## src/verilog/bank_htu_pkg.sv

```systemverilog
package bank_htu_pkg;

  // --------------------------------------------------
  // address map
  // --------------------------------------------------
  localparam int ADDR_LSB   = 4;
  localparam int TAG_MSB    = 31;
  localparam int TAG_LSB    = 10;
  localparam int SET_MSB    = 7;
  localparam int SET_LSB    = 5;
  localparam int OFFSET_BIT = 4;

  localparam int N_SETS   = 2 ** (SET_MSB - SET_LSB + 1);
  localparam int MAX_WAYS = 8;

  typedef logic [TAG_MSB-TAG_LSB:0]      tag_t;
  typedef logic [SET_MSB-SET_LSB:0]      set_idx_t;
  typedef logic [$clog2(MAX_WAYS)-1:0]   way_idx_t;
  typedef logic [TAG_MSB-ADDR_LSB:0]     line_addr_t;

  // half-line state
  typedef logic [1:0] half_state_t;
  localparam half_state_t HS_EMPTY = 2'b00;
  localparam half_state_t HS_CLEAN = 2'b01;
  localparam half_state_t HS_DIRTY = 2'b10;

  typedef enum logic [1:0] {
    OP_READ  = 2'b00,
    OP_WRITE = 2'b01,
    OP_FLUSH = 2'b10,
    OP_INVAL = 2'b11
  } htu_op_e;

  // --------------------------------------------------
  // request, per-set result and responses
  // --------------------------------------------------
  typedef struct packed {
    logic [1:0] ch_id;
    htu_op_e    opcode;
    line_addr_t addr;
    logic [7:0] wbuffer_id;
  } htu_req_t;

  typedef struct packed {
    logic        hit;
    logic        need_evict;
    way_idx_t    way;
    half_state_t off0_state;
    half_state_t off1_state;
  } set_result_t;

  // set, way and offset form the 7-bit set/way/offset
  typedef struct packed {
    logic [1:0]  ch_id;
    logic        isu_write;
    logic        need_evict;
    set_idx_t    set;
    way_idx_t    way;
    logic        offset;
    logic [7:0]  wbuffer_id;
    half_state_t off0_state;
    half_state_t off1_state;
  } htu_isu_t;

  typedef struct packed {
    logic     valid;
    set_idx_t set;
    way_idx_t way;
  } linefill_t;

endpackage

```

## src/verilog/bank_htu_decode.sv

```systemverilog
`timescale 1ns/100ps

module bank_htu_decode (
  input  logic                                req_valid_i,
  input  bank_htu_pkg::htu_req_t              req_i,
  input  logic                                allow_in_i,
  output bank_htu_pkg::htu_op_e               op_o,
  output bank_htu_pkg::tag_t                  tag_o,
  output bank_htu_pkg::set_idx_t              set_o,
  output logic                                offset_o,
  output logic [bank_htu_pkg::N_SETS-1:0]     set_en_o
);

  import bank_htu_pkg::*;

  logic xfer;

  // transfer condition, the only place a request counts as accepted
  assign xfer = req_valid_i & allow_in_i;

  assign op_o = req_i.opcode;

  // --------------------------------------------------
  // line address split
  // --------------------------------------------------
  assign tag_o    = req_i.addr[TAG_MSB-ADDR_LSB:TAG_LSB-ADDR_LSB];
  assign set_o    = req_i.addr[SET_MSB-ADDR_LSB:SET_LSB-ADDR_LSB];
  assign offset_o = req_i.addr[OFFSET_BIT-ADDR_LSB];

  // one-hot set decode, qualified by the transfer
  always_comb begin
    set_en_o = '0;
    for (int s = 0; s < N_SETS; s++) begin
      set_en_o[s] = xfer && (set_o == set_idx_t'(s));
    end
  end

endmodule

```

## src/verilog/bank_htu_set_entry.sv

```systemverilog
`timescale 1ns/100ps

module bank_htu_set_entry #(
  parameter int N_WAYS = 8
) (
  input  logic                      clk_i,
  input  logic                      rst_n_i,
  input  logic                      set_en_i,
  input  bank_htu_pkg::htu_op_e     op_i,
  input  bank_htu_pkg::tag_t        tag_i,
  input  logic                      offset_i,
  output bank_htu_pkg::set_result_t result_o
);

  import bank_htu_pkg::*;

  tag_t        tag_q  [N_WAYS];
  half_state_t off0_q [N_WAYS];
  half_state_t off1_q [N_WAYS];
  way_idx_t    rr_ptr_q;
  way_idx_t    rr_ptr_nxt;

  logic [N_WAYS-1:0] hit_vec;
  logic              hit;
  way_idx_t          hit_way;
  way_idx_t          acc_way;
  half_state_t       acc_off0;
  half_state_t       acc_off1;
  logic              acc_dirty;
  logic              alloc;
  logic              upd;
  half_state_t       new_off0;
  half_state_t       new_off1;

  // --------------------------------------------------
  // hit search
  // --------------------------------------------------
  always_comb begin
    for (int w = 0; w < N_WAYS; w++) begin
      hit_vec[w] = (tag_q[w] == tag_i) &&
                   ((off0_q[w] != HS_EMPTY) || (off1_q[w] != HS_EMPTY));
    end
  end

  // lowest hitting way wins
  always_comb begin
    hit_way = '0;
    for (int w = N_WAYS - 1; w >= 0; w--) begin
      if (hit_vec[w]) begin
        hit_way = way_idx_t'(w);
      end
    end
  end

  assign hit      = |hit_vec;
  assign acc_way  = hit ? hit_way : rr_ptr_q;
  assign acc_off0 = off0_q[acc_way];
  assign acc_off1 = off1_q[acc_way];

  assign acc_dirty = (acc_off0 == HS_DIRTY) || (acc_off1 == HS_DIRTY);

  // miss on read/write replaces the victim
  assign alloc = set_en_i && !hit && ((op_i == OP_READ) || (op_i == OP_WRITE));

  assign rr_ptr_nxt = (rr_ptr_q == way_idx_t'(N_WAYS - 1)) ? '0 : rr_ptr_q + 1'b1;

  always_comb begin
    result_o.hit        = hit;
    result_o.need_evict = acc_dirty &&
                          ((((op_i == OP_READ) || (op_i == OP_WRITE)) && !hit) ||
                           ((op_i == OP_FLUSH) && hit));
    result_o.way        = acc_way;
    result_o.off0_state = acc_off0;
    result_o.off1_state = acc_off1;
  end

  // --------------------------------------------------
  // next state of the accessed way
  // --------------------------------------------------
  always_comb begin
    upd      = 1'b0;
    new_off0 = acc_off0;
    new_off1 = acc_off1;
    case (op_i)
      OP_READ: begin
        if (!hit) begin
          upd      = 1'b1;
          new_off0 = offset_i ? HS_EMPTY : HS_CLEAN;
          new_off1 = offset_i ? HS_CLEAN : HS_EMPTY;
        end
      end
      OP_WRITE: begin
        upd = 1'b1;
        if (!hit) begin
          new_off0 = HS_EMPTY;
          new_off1 = HS_EMPTY;
        end
        if (offset_i) begin
          new_off1 = HS_DIRTY;
        end else begin
          new_off0 = HS_DIRTY;
        end
      end
      OP_FLUSH: begin
        if (hit) begin
          upd = 1'b1;
          if (acc_off0 == HS_DIRTY) begin
            new_off0 = HS_CLEAN;
          end
          if (acc_off1 == HS_DIRTY) begin
            new_off1 = HS_CLEAN;
          end
        end
      end
      OP_INVAL: begin
        if (hit) begin
          upd      = 1'b1;
          new_off0 = HS_EMPTY;
          new_off1 = HS_EMPTY;
        end
      end
      default: begin
        upd = 1'b0;
      end
    endcase
  end

  always_ff @(posedge clk_i) begin
    if (alloc) begin
      tag_q[rr_ptr_q] <= tag_i;
    end
  end

  always_ff @(posedge clk_i) begin
    if (!rst_n_i) begin
      for (int w = 0; w < N_WAYS; w++) begin
        off0_q[w] <= HS_EMPTY;
        off1_q[w] <= HS_EMPTY;
      end
      rr_ptr_q <= '0;
    end else if (set_en_i) begin
      if (upd) begin
        off0_q[acc_way] <= new_off0;
        off1_q[acc_way] <= new_off1;
      end
      if (alloc) begin
        rr_ptr_q <= rr_ptr_nxt;
      end
    end
  end

endmodule

```

## src/verilog/bank_htu_resp_mux.sv

```systemverilog
`timescale 1ns/100ps

module bank_htu_resp_mux (
  input  logic                      req_valid_i,
  input  bank_htu_pkg::htu_req_t    req_i,
  input  bank_htu_pkg::set_idx_t    set_i,
  input  logic                      offset_i,
  input  bank_htu_pkg::set_result_t results_i [bank_htu_pkg::N_SETS],
  output bank_htu_pkg::htu_isu_t    isu_o,
  output bank_htu_pkg::linefill_t   linefill_o
);

  import bank_htu_pkg::*;

  set_result_t sel;
  half_state_t acc_state;
  logic        is_read;

  // --------------------------------------------------
  // addressed set
  // --------------------------------------------------
  assign sel       = results_i[set_i];
  assign acc_state = offset_i ? sel.off1_state : sel.off0_state;
  assign is_read   = (req_i.opcode == OP_READ);

  // miss, or hit on a line whose accessed half is empty
  always_comb begin
    linefill_o.valid = req_valid_i && is_read &&
                       (!sel.hit || (acc_state == HS_EMPTY));
    linefill_o.set   = set_i;
    linefill_o.way   = sel.way;
  end

  // --------------------------------------------------
  // issue unit response
  // --------------------------------------------------
  always_comb begin
    isu_o.ch_id      = req_i.ch_id;
    isu_o.isu_write  = (req_i.opcode == OP_WRITE);
    isu_o.need_evict = sel.need_evict;
    isu_o.set        = set_i;
    isu_o.way        = sel.way;
    isu_o.offset     = offset_i;
    isu_o.wbuffer_id = req_i.wbuffer_id;
    isu_o.off0_state = sel.off0_state;
    isu_o.off1_state = sel.off1_state;
  end

endmodule

```

## src/verilog/bank_htu.sv

```systemverilog
`timescale 1ns/100ps

module bank_htu #(
  parameter int N_WAYS = 8
) (
  input  logic                    clk_i,
  input  logic                    rst_n_i,
  // crossbar
  input  logic                    req_valid_i,
  output logic                    req_allow_in_o,
  input  bank_htu_pkg::htu_req_t  req_i,
  // issue unit
  output logic                    isu_valid_o,
  input  logic                    isu_allow_in_i,
  output bank_htu_pkg::htu_isu_t  isu_o,
  output bank_htu_pkg::linefill_t linefill_o
);

  import bank_htu_pkg::*;

  htu_op_e           op;
  tag_t              tag;
  set_idx_t          set_idx;
  logic              offset;
  logic [N_SETS-1:0] set_en;
  set_result_t       results [N_SETS];

  assign req_allow_in_o = isu_allow_in_i;
  assign isu_valid_o    = req_valid_i;

  bank_htu_decode u_decode (
    .req_valid_i (req_valid_i),
    .req_i       (req_i),
    .allow_in_i  (isu_allow_in_i),
    .op_o        (op),
    .tag_o       (tag),
    .set_o       (set_idx),
    .offset_o    (offset),
    .set_en_o    (set_en)
  );

  // --------------------------------------------------
  // set array
  // --------------------------------------------------
  for (genvar g = 0; g < N_SETS; g++) begin : g_set
    bank_htu_set_entry #(
      .N_WAYS (N_WAYS)
    ) u_set_entry (
      .clk_i    (clk_i),
      .rst_n_i  (rst_n_i),
      .set_en_i (set_en[g]),
      .op_i     (op),
      .tag_i    (tag),
      .offset_i (offset),
      .result_o (results[g])
    );
  end

  bank_htu_resp_mux u_resp_mux (
    .req_valid_i (req_valid_i),
    .req_i       (req_i),
    .set_i       (set_idx),
    .offset_i    (offset),
    .results_i   (results),
    .isu_o       (isu_o),
    .linefill_o  (linefill_o)
  );

endmodule

```

## config.mk

```make
export PLATFORM = sky130hd
export DESIGN_NAME = bank_htu
export DESIGN_NICKNAME = d
export VERILOG_FILES = /design/src/verilog/bank_htu_pkg.sv /design/src/verilog/bank_htu_decode.sv /design/src/verilog/bank_htu_set_entry.sv /design/src/verilog/bank_htu_resp_mux.sv /design/src/verilog/bank_htu.sv
export SDC_FILE = /design/constraint.sdc
export NUM_CORES = 2
export LEC_CHECK = 0
export BUFFER_PORTS_ARGS = -buffer_cell sky130_fd_sc_hd__buf_2
export CORE_MARGIN = 5
export CORE_UTILIZATION = 40
export CTS_CLUSTER_DIAMETER = 150
export DETAILED_ROUTE_END_ITERATION = 10
export GPL_TIMING_DRIVEN = 0
export PLACE_DENSITY = 0.64
export SLEW_MARGIN = 20
export SYNTH_ARGS = -nofsm -noshare
export SYNTH_HDL_FRONTEND = slang
export SYNTH_HIERARCHICAL = 1
export SYNTH_SLANG_ARGS = --single-unit
```

## constraint.sdc

```tcl
create_clock -name clk_i -period 10.1 [get_ports clk_i]
set_input_delay 1.01 -clock clk_i [delete_from_list [all_inputs] [get_ports clk_i]]
set_output_delay 1.01 -clock clk_i [all_outputs]
set_load 0.05 [all_outputs]
```

==> impl_metrics.yaml <==
finish:
  fill_cells: 17901
  drive_above_1_share_pct: 15.79
  layout_common_cells: "edfxtp_1, xor2_1, nor4_1, xnor2_1, nor2_1"
  post-route-cell-area_sq_um: 91760
  final_util_pct: 45.45
  finalNetCount: 6228
  syn2layout_area_growth_pct: 13.26
  layout_commonest_cell: "edfxtp_1"
global_route:
  first_global_vias: 50584
  grtUsageTotal_pct: 21.90
  grt_max_degree: 73
  overflow: 0
  grt_pass1_wl_um: 343000
  antenna_found_initial: 11
setup_path:
  critPathLaunchType: "input port"
  arrival_ps: 7630
  timing.critical_path.mode_cell: "buf_6"
  regToRegSetupSlack_ps: 4380
  worstSetupPathType: "in2out"
  crit_slowest_cell: "buf_6"
  cp.required_ps: 9090
  slowest_delay_ps: 740
  path_cells: "buf_6 -> buf_2 -> xnor2_1 -> nand3b_1 -> or4_1 -> nor4_1 -> nor4bb_1 -> a221o_1 -> and2_1 -> buf_6 -> buf_6 -> a211oi_1 -> nor4b_2 -> mux4_1 -> mux2_2 -> nor3b_1 -> o31a_1 -> buf_2"
  r2r-start: "g_set[2].u_set_entry/off0_q[1][1]$_SDFFCE_PN0P_"
  cp_max_fo: 72
  rr_endpoint: "g_set[2].u_set_entry/tag_q[3][7]$_DFFE_PP_"
  worstRegToRegCells: 11
  cp-end-kind: "output port"
min_path:
  min-delay-start: "g_set[2].u_set_entry/rr_ptr_q[0]$_SDFFE_PN0P_"
  hold_end: "g_set[2].u_set_entry/rr_ptr_q[0]$_SDFFE_PN0P_"
  hold_depth: 2
  hold_class: "reg2reg"
route:
  detail_route.wl_per_cell_um: 26.31
  met1_length_um: 97550
  drt_iter0_drc: 5714
  drcViolationCount: 0
  viasPerCell: 5.707
  wl_met3_um: 18630
  highest_layer: "met4"
  dr_total_vias: 51309
  drt_wl_total_um: 236500
  first_pass_iters: 6
  wl_met2_um: 111000
  postRouteAntennaNets: 0
clock_network:
  cts_num_sinks: 1688
  clk_pin_slew_worst_paths_ps: 60
  clock_latency_ps: 800
  numCtsBuffers: 173
  cts_buffer_depth: 3
  postCtsResizedCells: 0
  holdBufCountCts: 0
  cts_max_level: 4
  post_cts_buffers: 0
  root_buffer: "clkbuf_16"
  cts_tree: "built"
place:
  placed_area_sq_um: 86080
  hpwl_um: 146100
  preCtsSetupSlack_ps: 1396
  portBuffers: 40
  place.gp.congestion: 0.9176
pwr:
  total_leakage_power_nw: 30.05
  comb_power_share_pct: 7.2
  switching_share_pct: 23.08
  p_seq_share_pct: 50.8
  ir_worst_vdd_mv: 0.1422
  clkPwrFrac_pct: 42.0
  power_switching_w: 0.003526
  p_per_area_nw_per_um2: 166.6
  p_int_w: 0.01176
timing:
  tightest_slew_ps: 1266
  timing.hold.ws_ps: 542.5
  setup_viol: 0
  fmax_mhz: 115.7
  grt_setup_unrepaired: "no"
  fin_setup_tns_ps: 0
  timing.final.ws_setup_ps: 1456
  fin_worst_skew_ps: 29.33
  final-hold-violation-count: 0
  post-route-min-period_ps: 8644
  finalMaxSlewViolations: 0
  post-route-period-util_pct: 85.58
  slew_headroom_pct: 14.81
flow_run:
  maxCapViolCount: 0
yosys:
  syn_area_sq_um: 81020
  ys_seq_area_share_pct: 62.27
  synth-edff-count: 1664
  synth_nets: 5921
  synth-seq-cells: 1688
  synth-main-ff-cell: "edfxtp_1"
  synth_cells: 5861
  synth_warnings: 6
  synthDistinctLibCells: 119
  async_reset_ff_share_pct: 0
  avgSynthCellArea_sq_um: 13.82
run_status:
  outcome: "finished, final reports clean"
die:
  fp.dieH_um: 460.1
  fp-row-count: 165
  core_sq_um: 201900
  die_area_sq_um: 211600
  start_util_pct: 40.13
  pin_count: 76
  die_width_um: 460.1
-- worst max path at each step --
stage / start / to / depth (start not counted)
floorplan: req_i[27] / linefill_o[6] / 17
global placement: req_i[34] / linefill_o[6] / 18
detailed placement: req_i[15] / linefill_o[6] / 18
CTS: req_i[15] / linefill_o[6] / 18
global route: req_i[30] / linefill_o[6] / 18
finish: req_i[15] / linefill_o[6] / 18
-- per-layer routing --
| layer | up-vias | global-route usage (%) |
|---|---|---|
| met3 | 459 | 2.866 |
| met5 | - | 0 |
| met1 | 25756 | 30.04 |
| met4 | 0 | 7.892 |
| met2 | 2489 | 35.83 |
| li1 | 22605 | - |
-- power groups by stage --
stage	sequential (W)	combinational, W	clock (W)
3_5_place_dp	0.00790	0.00109	0
3_3_place_gp	0.00791	0.00106	0
5_1_grt	0.00776	0.00115	0.00683
4_1_cts	0.00776	0.00109	0.00652
2_1_floorplan	0.00789	0.000658	0
6_report	0.00776	0.00110	0.00642
-- critical path, delay by kind of cell --
kind | cells | cell delay (ps)
muxes | 2 | 950
AOI/OAI and AO/OA | 3 | 1310
and+or+nand+nor | 7 | 2150
buffers and inverters | 5 | 1890
xor gates and xnor gates | 1 | 210
-- kinds of logic after synthesis --
family | Yosys count | synth area share, %
AO/OA/AOI/OAI | 418 | 4.309
XOR/XNOR | 1408 | 15.29
adder cells (fa/ha/maj) | 16 | 0.2471
buffers and inverters | 398 | 3.138
flip-flops | 1688 | 62.27
multiplexers | 68 | 1.218
AND/OR/NAND/NOR | 1865 | 13.53
-- final cells by class --
cell class	instances	area [sq um]	share of cell area, %
clock inverters	93	1015	1.106
flip-flops and latches	1688	50450	54.98
plain buffers	295	2226	2.426
well taps	2672	3343	3.644
inverters	103	399.1	0.4350
repair buffers	132	1406	1.533
multi-input cells	3775	28260	30.80
clock buffers	227	4646	5.063
diodes	5	12.51	0.01364
-- cell usage after synthesis (46+ instances only) --
cell | instances | share of area [%]
nor2_2 | 72 | 0.56
nor4_1 | 453 | 3.5
nand4_1 | 184 | 1.4
buf_4 | 185 | 1.7
nand2_1 | 205 | 0.95
nor2_1 | 302 | 1.4
a21oi_1 | 50 | 0.31
nand3_1 | 77 | 0.48
edfxtp_1 | 1664 | 62
xor2_1 | 1107 | 12
xnor2_1 | 295 | 3.2
nor3_1 | 188 | 1.2
or2_1 | 46 | 0.36
inv_1 | 93 | 0.43
-- state kept, by name (all words and copies together) (netlist names) --
| name | flops |
|---|---|
| g_set.u_set_entry/off0_q | 128 |
| g_set.u_set_entry/off1_q | 128 |
| g_set.u_set_entry/rr_ptr_q | 24 |
| g_set.u_set_entry/tag_q | 1408 |
-- through the flow --
stage	instances	total power, W
5_1_grt	8987	0.01574
3_3_place_gp	8573	0.008967
3_5_place_dp	8665	0.008993
4_1_cts	8985	0.01537
6_report	8990	0.01528
2_1_floorplan	5861	0.008551
Note: power is estimated with default switching activity, not from simulation.
